## src/hdl/palimpsest_pkg.sv

```systemverilog
`default_nettype none

package palimpsest_pkg;

	// ------------------------------
	// widths
	localparam int bus_width_c      = 16; // host parallel bus
	localparam int data_width_c     = 32; // two bus transactions
	localparam int bank_sel_width_c = 3;  // top bits of the address word
	localparam int word_sel_width_c = 4;  // 16 words per bank

	// bank numbers
	localparam int bank_general_c = 0; // general settings, ls_i2c
	localparam int bank_status_c  = 1; // read only
	localparam int bank_command_c = 2; // write-to-fire pulses
	localparam int bank_asic_c    = 3; // asic control settings
	localparam int bank_fifo_c    = 5; // sample fifo, read pops

	// command numbers, word offset within bank 2
	localparam int cmd_dreset_c        = 0;
	localparam int cmd_legacy_serial_c = 1;
	localparam int cmd_i2c_c           = 2;
	localparam int cmd_trigger_c       = 3;

	// ------------------------------
	typedef logic [data_width_c-1:0] data_word_t;
	typedef logic [15:0] sample_t; // one asic sample
	typedef logic [(1 << bank_sel_width_c)-1:0] bank_strobes_t; // one bit per bank

	typedef struct packed {
		logic [bank_sel_width_c-1:0] bank;
		logic [bus_width_c-bank_sel_width_c-1:0] offset; // only low 4 bits pick a word
	} host_address_t;

	typedef struct packed {
		logic dreset;
		logic legacy_serial;
		logic i2c;
		logic trigger;
	} command_pulses_t;

	// decoded from bank 3
	typedef struct packed {
		logic [4:0]  i2c_up_addr;           // word 1 [7:3]
		logic        lvdsb_pwr;             // word 1 [2]
		logic        lvdsa_pwr;             // word 1 [1]
		logic        src_sel;               // word 1 [0], keep low for data_a
		logic        tm_reg_reset;          // word 2 [0]
		logic [7:0]  samples_after_trigger; // word 3
		logic [7:0]  lookback_windows;      // word 4
		logic [7:0]  number_of_samples;     // word 5
		logic [15:0] i2c_register_enables;  // word 15
	} asic_settings_t;

endpackage

`default_nettype wire
```

## src/hdl/palimpsest_top.sv

```systemverilog
`default_nettype none
`timescale 1ns/1ps

module palimpsest_top
	import palimpsest_pkg::*;
#(
	parameter bit ADDRESS_AUTOINCREMENT = 1,
	parameter int LOG2_OF_DEPTH = 6,
	parameter int ERROR_COUNT_WIDTH = 24
) (
	input  wire logic sysclk,
	input  wire logic reset,
	input  wire logic host_strobe,
	input  wire logic host_read,
	input  wire logic host_register_select,
	input  wire logic [bus_width_c-1:0] host_data_in,
	output logic [bus_width_c-1:0] host_read_data,
	output logic host_ack,
	input  wire logic asic_data,
	output logic ls_i2c,                 // 0=i2c 1=ls
	output asic_settings_t asic_settings,
	output command_pulses_t command_pulses
);
	host_address_t address;
	data_word_t write_data, read_word, general_word, asic_word;
	bank_strobes_t write_strobe, read_strobe;
	data_word_t general_words [1 << word_sel_width_c];
	data_word_t asic_words [1 << word_sel_width_c];
	logic [word_sel_width_c-1:0] word_sel;
	logic [3:0] occurred;
	logic [7:0] trigger_count;
	logic sample_strobe, fifo_empty;
	sample_t sample_word, fifo_head;
	logic [31:0] words_received, words_read;
	logic [ERROR_COUNT_WIDTH-1:0] fifo_error_count;

	assign word_sel = address.offset[word_sel_width_c-1:0];

	// ------------------------------
	host_bus_decoder #(.ADDRESS_AUTOINCREMENT(ADDRESS_AUTOINCREMENT)) decoder (.sysclk, .reset,
		.host_strobe, .host_read, .host_register_select, .host_data_in, .read_word,
		.host_read_data, .host_ack, .address, .write_data, .write_strobe, .read_strobe);

	register_bank general_bank (.sysclk, .reset, .word_sel, .write_data,
		.write_strobe(write_strobe[bank_general_c]), .read_word(general_word),
		.all_words(general_words));
	register_bank asic_bank (.sysclk, .reset, .word_sel, .write_data,
		.write_strobe(write_strobe[bank_asic_c]), .read_word(asic_word), .all_words(asic_words));

	command_pulser pulser (.sysclk, .reset, .word_sel, .write_strobe(write_strobe[bank_command_c]),
		.command_pulses, .occurred, .trigger_count);

	// ------------------------------
	// asic sample path
	asic_word_deserializer deserializer (.sysclk, .reset, .asic_data, .sample_strobe,
		.sample_word, .words_received);
	sample_fifo #(.LOG2_OF_DEPTH(LOG2_OF_DEPTH), .ERROR_COUNT_WIDTH(ERROR_COUNT_WIDTH)) fifo (
		.sysclk, .reset, .push(sample_strobe), .push_data(sample_word),
		.pop(read_strobe[bank_fifo_c]), .head(fifo_head), .empty(fifo_empty),
		.error_count(fifo_error_count), .words_read);

	readback_mux #(.ERROR_COUNT_WIDTH(ERROR_COUNT_WIDTH)) readback (.bank_sel(address.bank),
		.word_sel, .general_word, .asic_word, .occurred, .trigger_count, .fifo_empty,
		.fifo_error_count, .words_received, .words_read, .fifo_head, .read_word);

	// ------------------------------
	assign ls_i2c = general_words[0][0];
	assign asic_settings = '{
		i2c_up_addr:           asic_words[1][7:3],
		lvdsb_pwr:             asic_words[1][2],
		lvdsa_pwr:             asic_words[1][1],
		src_sel:               asic_words[1][0],
		tm_reg_reset:          asic_words[2][0],
		samples_after_trigger: asic_words[3][7:0],
		lookback_windows:      asic_words[4][7:0],
		number_of_samples:     asic_words[5][7:0],
		i2c_register_enables:  asic_words[15][15:0]
	};

endmodule

`default_nettype wire

```

## src/hdl/readback_mux.sv

```systemverilog
`default_nettype none
`timescale 1ns/1ps

module readback_mux
	import palimpsest_pkg::*;
#(
	parameter int ERROR_COUNT_WIDTH = 24
) (
	input  wire logic [bank_sel_width_c-1:0] bank_sel,
	input  wire logic [word_sel_width_c-1:0] word_sel,
	input  wire data_word_t general_word,   // bank 0
	input  wire data_word_t asic_word,      // bank 3
	input  wire logic [3:0] occurred,
	input  wire logic [7:0] trigger_count,
	input  wire logic fifo_empty,
	input  wire logic [ERROR_COUNT_WIDTH-1:0] fifo_error_count,
	input  wire logic [31:0] words_received,
	input  wire logic [31:0] words_read,
	input  wire sample_t fifo_head,
	output data_word_t read_word
);
	data_word_t status_word;

	// ------------------------------
	// status bank 1
	always_comb begin
		status_word = '0;
		case (word_sel)
			4'd0: status_word[3:0] = occurred;      // sticky command flags
			4'd1: status_word[7:0] = trigger_count;
			4'd2: status_word[0] = fifo_empty;
			4'd4: status_word[ERROR_COUNT_WIDTH-1:0] = fifo_error_count;
			4'd5: status_word = words_received;     // into fifo
			4'd6: status_word = words_read;         // out of fifo
			default: status_word = '0;
		endcase
	end

	// ------------------------------
	// bank select
	always_comb begin
		case (bank_sel)
			bank_general_c: read_word = general_word;
			bank_status_c:  read_word = status_word;
			bank_asic_c:    read_word = asic_word;
			bank_fifo_c:    read_word = data_word_t'(fifo_head); // zero extended
			default:        read_word = '0; // command bank, 4, 6, 7
		endcase
	end

endmodule

`default_nettype wire

```

## src/hdl/sample_fifo.sv

```systemverilog
`default_nettype none
`timescale 1ns/1ps

module sample_fifo
	import palimpsest_pkg::*;
#(
	parameter int LOG2_OF_DEPTH = 6,
	parameter int ERROR_COUNT_WIDTH = 24
) (
	input  wire logic sysclk,
	input  wire logic reset,
	input  wire logic push,
	input  wire sample_t push_data,
	input  wire logic pop,
	output sample_t head,         // first word falls through
	output logic empty,
	output logic [ERROR_COUNT_WIDTH-1:0] error_count,
	output logic [31:0] words_read
);
	localparam int depth_c = 1 << LOG2_OF_DEPTH;

	sample_t mem [depth_c];
	logic [LOG2_OF_DEPTH-1:0] write_pointer;
	logic [LOG2_OF_DEPTH-1:0] read_pointer;
	logic [LOG2_OF_DEPTH:0] fill; // one extra bit to hold depth_c
	logic full;
	logic push_ok;
	logic pop_ok;
	logic rejected;

	assign empty = fill == '0;
	assign full = fill == (LOG2_OF_DEPTH + 1)'(depth_c);
	assign push_ok = push && !full;   // push while full drops the sample
	assign pop_ok = pop && !empty;    // pop while empty ignored
	assign rejected = (push && full) || (pop && empty);
	assign head = empty ? '0 : mem[read_pointer];

	// ------------------------------
	always_ff @(posedge sysclk) begin
		if (reset) begin
			write_pointer <= '0;
			read_pointer <= '0;
			fill <= '0;
			error_count <= '0;
			words_read <= '0;
		end else begin
			if (push_ok) begin
				write_pointer <= write_pointer + 1'b1; // wraps at depth
			end
			if (pop_ok) begin
				read_pointer <= read_pointer + 1'b1;
				words_read <= words_read + 1'b1;
			end
			case ({push_ok, pop_ok})
				2'b10: fill <= fill + 1'b1;
				2'b01: fill <= fill - 1'b1;
				default: fill <= fill; // both or neither
			endcase
			if (rejected && (error_count != '1)) begin
				error_count <= error_count + 1'b1; // saturates
			end
		end
	end

	// storage
	always_ff @(posedge sysclk) begin
		if (push_ok) begin
			mem[write_pointer] <= push_data;
		end
	end

	assert property (@(posedge sysclk) disable iff (reset) fill <= depth_c);

endmodule

`default_nettype wire

```

## src/hdl/command_pulser.sv

```systemverilog
`default_nettype none
`timescale 1ns/1ps

module command_pulser
	import palimpsest_pkg::*;
(
	input  wire logic sysclk,
	input  wire logic reset,
	input  wire logic [word_sel_width_c-1:0] word_sel,
	input  wire logic write_strobe, // bank 2 write, data ignored
	output command_pulses_t command_pulses,
	output logic [3:0] occurred,    // sticky, indexed by command number
	output logic [7:0] trigger_count
);
	localparam int commands_c = 4;

	logic [commands_c-1:0] fire; // one-cycle pulses, indexed by command number
	logic valid_command;

	assign valid_command = write_strobe && (word_sel < commands_c); // words 4+ do nothing

	// ------------------------------
	always_ff @(posedge sysclk) begin
		if (reset) begin
			fire <= '0;
			occurred <= '0;
			trigger_count <= '0;
		end else begin
			fire <= '0;
			if (valid_command) begin
				fire[word_sel[1:0]] <= 1'b1;
				occurred[word_sel[1:0]] <= 1'b1;
				if (word_sel == cmd_trigger_c) begin
					trigger_count <= trigger_count + 1'b1; // wraps
				end
			end
		end
	end

	assign command_pulses = '{
		dreset:        fire[cmd_dreset_c],
		legacy_serial: fire[cmd_legacy_serial_c],
		i2c:           fire[cmd_i2c_c],
		trigger:       fire[cmd_trigger_c]
	};

	// ------------------------------
	// trigger counter moves only with a trigger pulse
	assert property (@(posedge sysclk) disable iff (reset)
		trigger_count == 8'($past(trigger_count) + command_pulses.trigger));

endmodule

`default_nettype wire

```

## src/hdl/register_bank.sv

```systemverilog
`default_nettype none
`timescale 1ns/1ps

module register_bank
	import palimpsest_pkg::*;
(
	input  wire logic sysclk,
	input  wire logic reset,
	input  wire logic [word_sel_width_c-1:0] word_sel,
	input  wire data_word_t write_data,
	input  wire logic write_strobe,   // this bank's strobe only
	output data_word_t read_word,
	output data_word_t all_words [1 << word_sel_width_c]
);
	localparam int words_c = 1 << word_sel_width_c;

	// ------------------------------
	always_ff @(posedge sysclk) begin
		if (reset) begin
			for (int i = 0; i < words_c; i++) begin
				all_words[i] <= '0;
			end
		end else if (write_strobe) begin
			all_words[word_sel] <= write_data;
		end
	end

	// readback of whatever word is addressed
	assign read_word = all_words[word_sel];

endmodule

`default_nettype wire

```

## src/hdl/asic_word_deserializer.sv

```systemverilog
`default_nettype none
`timescale 1ns/1ps

module asic_word_deserializer
	import palimpsest_pkg::*;
(
	input  wire logic sysclk,
	input  wire logic reset,
	input  wire logic asic_data,      // idle high, start bit low, 16 bits msb first
	output logic sample_strobe,
	output sample_t sample_word,
	output logic [31:0] words_received
);
	localparam int sample_bits_c = $bits(sample_t);
	localparam int count_width_c = $clog2(sample_bits_c);

	logic receiving;                       // start bit seen, data bits coming
	logic [count_width_c-1:0] bit_count;
	logic [sample_bits_c-2:0] shift;       // all but the last bit
	logic last_bit;

	assign last_bit = bit_count == count_width_c'(sample_bits_c - 1);

	// ------------------------------
	always_ff @(posedge sysclk) begin
		if (reset) begin
			receiving <= 1'b0;
			bit_count <= '0;
			sample_strobe <= 1'b0;
			words_received <= '0;
		end else begin
			sample_strobe <= 1'b0;
			if (!receiving) begin
				if (!asic_data) begin // start bit
					receiving <= 1'b1;
					bit_count <= '0;
				end
			end else begin
				bit_count <= bit_count + 1'b1;
				if (last_bit) begin
					receiving <= 1'b0; // next start bit may come right away
					sample_strobe <= 1'b1;
					words_received <= words_received + 1'b1;
				end
			end
		end
	end

	// data path
	always_ff @(posedge sysclk) begin
		if (receiving) begin
			shift <= {shift[sample_bits_c-3:0], asic_data};
			if (last_bit) begin
				sample_word <= {shift, asic_data};
			end
		end
	end

endmodule

`default_nettype wire

```

## src/hdl/host_bus_decoder.sv

```systemverilog
`default_nettype none
`timescale 1ns/1ps

module host_bus_decoder
	import palimpsest_pkg::*;
#(
	parameter bit ADDRESS_AUTOINCREMENT = 1
) (
	input  wire logic sysclk,
	input  wire logic reset,
	input  wire logic host_strobe,
	input  wire logic host_read,            // 0=write 1=read
	input  wire logic host_register_select, // 0=address 1=data
	input  wire logic [bus_width_c-1:0] host_data_in,
	input  wire data_word_t read_word,      // from readback mux, addressed bank
	output logic [bus_width_c-1:0] host_read_data,
	output logic host_ack,
	output host_address_t address,
	output data_word_t write_data,
	output bank_strobes_t write_strobe,
	output bank_strobes_t read_strobe
);
	logic second_half;                  // next data transaction is the lower half
	logic increment_pending;            // bump address once the strobe cycle is over
	logic [bus_width_c-1:0] held_upper; // upper half of a write in progress
	data_word_t sampled;                // read word captured on the first half
	bank_strobes_t bank_onehot;

	assign bank_onehot = bank_strobes_t'(1) << address.bank;

	// ------------------------------
	// control state
	always_ff @(posedge sysclk) begin
		if (reset) begin
			address <= '0;
			second_half <= 1'b0;
			increment_pending <= 1'b0;
			host_ack <= 1'b0;
			write_strobe <= '0;
			read_strobe <= '0;
		end else begin
			host_ack <= host_strobe; // one cycle after every strobe
			write_strobe <= '0;
			read_strobe <= '0;
			increment_pending <= 1'b0;
			// strobes are out for one cycle with the old address, then step
			if (increment_pending) begin
				address <= host_address_t'(address + 1'b1);
			end
			if (host_strobe) begin
				if (!host_register_select) begin
					if (!host_read) begin
						address <= host_address_t'(host_data_in);
						second_half <= 1'b0; // realign on new address
					end
				end else begin
					second_half <= !second_half;
					if (second_half) begin
						increment_pending <= ADDRESS_AUTOINCREMENT;
						if (!host_read) begin
							write_strobe <= bank_onehot; // word complete
						end
					end else if (host_read) begin
						read_strobe <= bank_onehot; // fifo pops here
					end
				end
			end
		end
	end

	// ------------------------------
	// payload, no reset
	always_ff @(posedge sysclk) begin
		if (host_strobe) begin
			if (!host_register_select) begin
				host_read_data <= address; // address readback
			end else if (!second_half) begin
				held_upper <= host_data_in;
				sampled <= read_word;
				host_read_data <= read_word[data_width_c-1:bus_width_c]; // upper first
			end else begin
				write_data <= {held_upper, host_data_in};
				host_read_data <= sampled[bus_width_c-1:0];
			end
		end
	end

	// host leaves an idle cycle between strobes
	assert property (@(posedge sysclk) disable iff (reset) host_strobe |=> !host_strobe);

endmodule

`default_nettype wire

```

## config.mk

```make
export PLATFORM = sky130hd
export DESIGN_NAME = palimpsest_top
export DESIGN_NICKNAME = d
export VERILOG_FILES = /design/src/hdl/palimpsest_pkg.sv /design/src/hdl/palimpsest_top.sv /design/src/hdl/readback_mux.sv /design/src/hdl/sample_fifo.sv /design/src/hdl/command_pulser.sv /design/src/hdl/register_bank.sv /design/src/hdl/asic_word_deserializer.sv /design/src/hdl/host_bus_decoder.sv
export SDC_FILE = /design/constraint.sdc
export NUM_CORES = 2
export LEC_CHECK = 0
export ABC_AREA = 1
export ABC_CLOCK_PERIOD_IN_PS = 5700
export BUFFER_PORTS_ARGS = -buffer_cell sky130_fd_sc_hd__buf_2
export CAP_MARGIN = 40
export CELL_PAD_IN_SITES_DETAIL_PLACEMENT = 0
export CELL_PAD_IN_SITES_GLOBAL_PLACEMENT = 1
export CORE_MARGIN = 3
export CORE_UTILIZATION = 30
export DETAILED_ROUTE_END_ITERATION = 8
export PLACE_DENSITY_LB_ADDON = 0.1
export SYNTH_ARGS = -nofsm -noshare
export SYNTH_HDL_FRONTEND = slang
export SYNTH_SLANG_ARGS = --single-unit
```

## constraint.sdc

```tcl
create_clock -name sysclk -period 5.7 [get_ports sysclk]
set_input_delay 0.285 -clock sysclk [delete_from_list [all_inputs] [get_ports sysclk]]
set_output_delay 0.285 -clock sysclk [all_outputs]
set_load 0.02 [all_outputs]
```

==> impl_metrics.csv <==
group,metric,value,unit
sta,setup_ws,2.00,ns
synth,synth_compound_area_share,13.2,%
placed_design,place_congestion,0.847,
synth,synth_mux_area_share,0,%
run_status,status,"finished clean",
global_route,overflow,0,
clock_tree,post_cts_buffers,0,
sta,max_freq,271,MHz
synth,synthTopCellsByArea,"edfxtp_1, dfxtp_1, nand2_1, nand3_1, o21ai_0",
sta,setup_violations,0,
synth,synth_top_family_by_area,"simple AND/OR/NAND/NOR gates",
power,pwr_density_cell,317,nW/um2
synth,synthesis.area,100000,um2
clock_tree,cts.htree.levels,5,
sta,fin_crit_sh,64.8,%
synth,synth-edff-count,1135,
route,totalWireLength,380,mm
finish,area_growth_syn_to_layout,14.4,%
setup_path,crit_path_end_kind,"flip-flop",
synth,synth_warnings,0,
power,p_leak,41.4,nW
global_route,met2_usage,37.5,%
clock_tree,root_buffer,"clkbuf_16",
synth,synth_top_area_cell,"edfxtp_1",
die,start_util,30.2,%
setup_path,critPathLaunchType,"flip-flop",
power,vdd_drop_max,0.224,mV
synth,syn-num-nets,11900,
setup_path,reg2regPathDepth,9,
die,core_area,331000,um2
sta,max_slew_margin,35.6,%
synth,async_reset_ff_share,0,%
synth,synth_top_area_share,34.0,%
sta,final.min_clock_period,3.70,ns
setup_path,crit_fanout,16,
synth,netlist-cell-type-count,47,
finish,fill_cells,34000,
setup_path,ff2ff_setup_slack,2.00,ns
clock_tree,cts_tree,"built",
clock_tree,clockBufferDepth,4,
die,die-width,584,um
synth,syn_avg_cell_area,8.45,um2
placed_design,postPlaceCellArea,105000,um2
route,drtAntennaViolNets,0,
global_route,antenna_found_initial,13,
synth,synth_flop_cell,"dfxtp_1",
finish,final_layout_size_suffix_gt1_share,7.48,%
global_route,grt_pass1_vias,76300,
setup_path,crit_type,"reg2reg",
global_route,top_usage_layer,"met2",
clock_tree,cts_hold_buf,22,
worst_hold_path,holdPathStages,2,
global_route,grt.met1_usage,28.5,%
synth,syn_inst,11900,
worst_hold_path,hp-class,"in2reg",
sta,grt_setup_unrepaired,"false",
placed_design,port_buffers,92,
run,maxCapViolCount,0,
worst_hold_path,holdPathEnd,"deserializer.sample_word[0]",
sta,hold_viol_final,0,
route,wl_per_cell,23.5,um
route,num_vias,80200,
die,die_y,584,um
die,io_pins,93,
finish,finalInstanceArea,115000,um2
global_route,grt_max_degree,207,
global_route,grt_pass1_wl,553,mm
finish,final_common_cell,"nand2_1",
clock_tree,path_clk_slew,0.05,ns
synth,synth-seq-cells,2317,
sta,fin_setup_tns,0,ns
clock_tree,insertion_delay,0.89,ns
synth,ys_seq_area_share,57.7,%
synth,yosys.area_share.simple,20.7,%
die,placement_rows,211,
setup_path,cp.required,6.24,ns
sta,skew,0.0486,ns
setup_path,reg2reg_from,"fifo.fill[0]",
global_route,grt_util_all_layers,21.7,%
route,first_pass_iters,7,
clock_tree,clock_sinks,2317,
worst_hold_path,min_from,"asic_data",
synth,synth_xor_area_share,0.437,%
finish,multi_input_area,34800,um2
route,vias_per_cell,4.95,
synth,synth_adder_area_share,0.175,%
sta,worst_pin_slew,0.957,ns
finish,final_cell_mix,"nand2_1, nand3_1, o21ai_0",
die,fp.dieArea,341000,um2
route,drtIter0Drc,5984,
finish,seq_area,57800,um2
clock_tree,cts_resized,0,
clock_tree,cts_made_buffers,282,
sta,drv_slew,0,
placed_design,place_hpwl,225,mm
placed_design,post-place-ws,1.95,ns
finish,fin_util,34.6,%
setup_path,reg2reg_to,"fifo.mem[11][10]",
setup_path,worstPathArrival,4.23,ns
global_route,met3_usage,2.36,%
finish,finalNetCount,11600,
route,drcViolationCount,0,
## worst max-delay path, stage by stage, from the launching register on
cell and delay (ns):
dfxtp_1 0.38, inv_1 0.09, nand3_1 0.14, nor3b_1 0.09
nor2_1 0.51, inv_1 0.32, nor2_1 0.27, nand3_1 0.60
nor2_1 0.54, buf_4 0.38
## worst max path at each step
stage / startpoint / endpoint / cells past startpoint
finish: fifo.fill[0] / fifo.mem[11][10] / 9
global placement: decoder.address[0] / decoder.sampled[4] / 7
global route: fifo.fill[0] / fifo.mem[11][13] / 9
CTS: decoder.address[1] / asic_bank.all_words[27] / 11
detailed placement: decoder.address[1] / asic_bank.all_words[27] / 11
floorplan: fifo.fill[1] / fifo.fill[4] / 16
## power breakdown
group	leakage, nW	total, mW	internal (mW)	switching, mW
combinational	17.3	1.32	0.333	0.990
clock	4.30	17.5	10.2	7.30
sequential	19.8	17.4	17.4	0.0546
## through the flow
stage	hold slack, ns	power [mW]	std cells
6_report	0.283	36.3	16200
3_3_place_gp	0.402	19.1	15600
4_1_cts	0.187	36.8	16200
5_1_grt	0.252	37.5	16200
2_1_floorplan	0.384	18.6	11900
3_5_place_dp	0.405	19.1	15700
## cell usage after synthesis (3+ instances only)
library cell / instances
nand2_1: 2858
nand3_1: 1313
o21ai_0: 1301
dfxtp_1: 1182
a21oi_1: 1171
edfxtp_1: 1135
inv_1: 939
nor2_1: 635
clkbuf_1: 534
buf_2: 312
buf_4: 61
nor3_1: 59
nand4_1: 49
buf_1: 42
xor2_1: 41
o211ai_1: 39
o22ai_1: 39
ha_1: 14
inv_2: 14
a31oi_1: 12
xnor2_1: 9
nor2_2: 8
nor2_4: 8
o21ai_1: 8
nand2_2: 7
o21bai_1: 7
nor3b_1: 6
nor4_1: 6
nor3_2: 5
clkinv_1: 4
o21a_1: 4
a311oi_1: 3
nand3_2: 3
nor3_4: 3
o221ai_1: 3
## metal layers
layer / vias to the layer above / wire length (um)
li1: 39000 / -
met3: 501 / 15400
met4: 4 / 12100
met1: 38900 / 168000
met2: 1802 / 185000
met5: - / 26
## kinds of logic after synthesis
group,count (synthesis)
AND/OR/NAND/NOR,4969
AO/OA/AOI/OAI,2595
flip-flops,2317
buffers and inverters,1908
XOR/XNOR,50
adder cells (fa/ha/maj),14
## layout make-up
class	count	area share (%)
Multi-Input combinational cell	7628	30.4
Tap cell	4366	4.77
Inverter	957	3.17
Clock buffer	414	7.12
Antenna cell	8	0.0175
Clock inverter	87	0.588
Timing Repair Buffer	421	3.47
Sequential cell	2317	50.4
## flip-flops by register name (all words and copies together), names as in the netlist, 6 cells and up, named ones only
register,count
fifo.fill,7
fifo.write_pointer,6
fifo.read_pointer,6
fifo.mem,1024
deserializer.shift,15
fifo.error_count,24
pulser.trigger_count,8
decoder.held_upper,16
general_bank.all_words,512
fifo.words_read,32
decoder.host_read_data,16
decoder.address,16
decoder.write_data,32
deserializer.words_received,32
decoder.sampled,16
deserializer.sample_word,16
asic_bank.all_words,512
(Power assumes the default switching activity.)
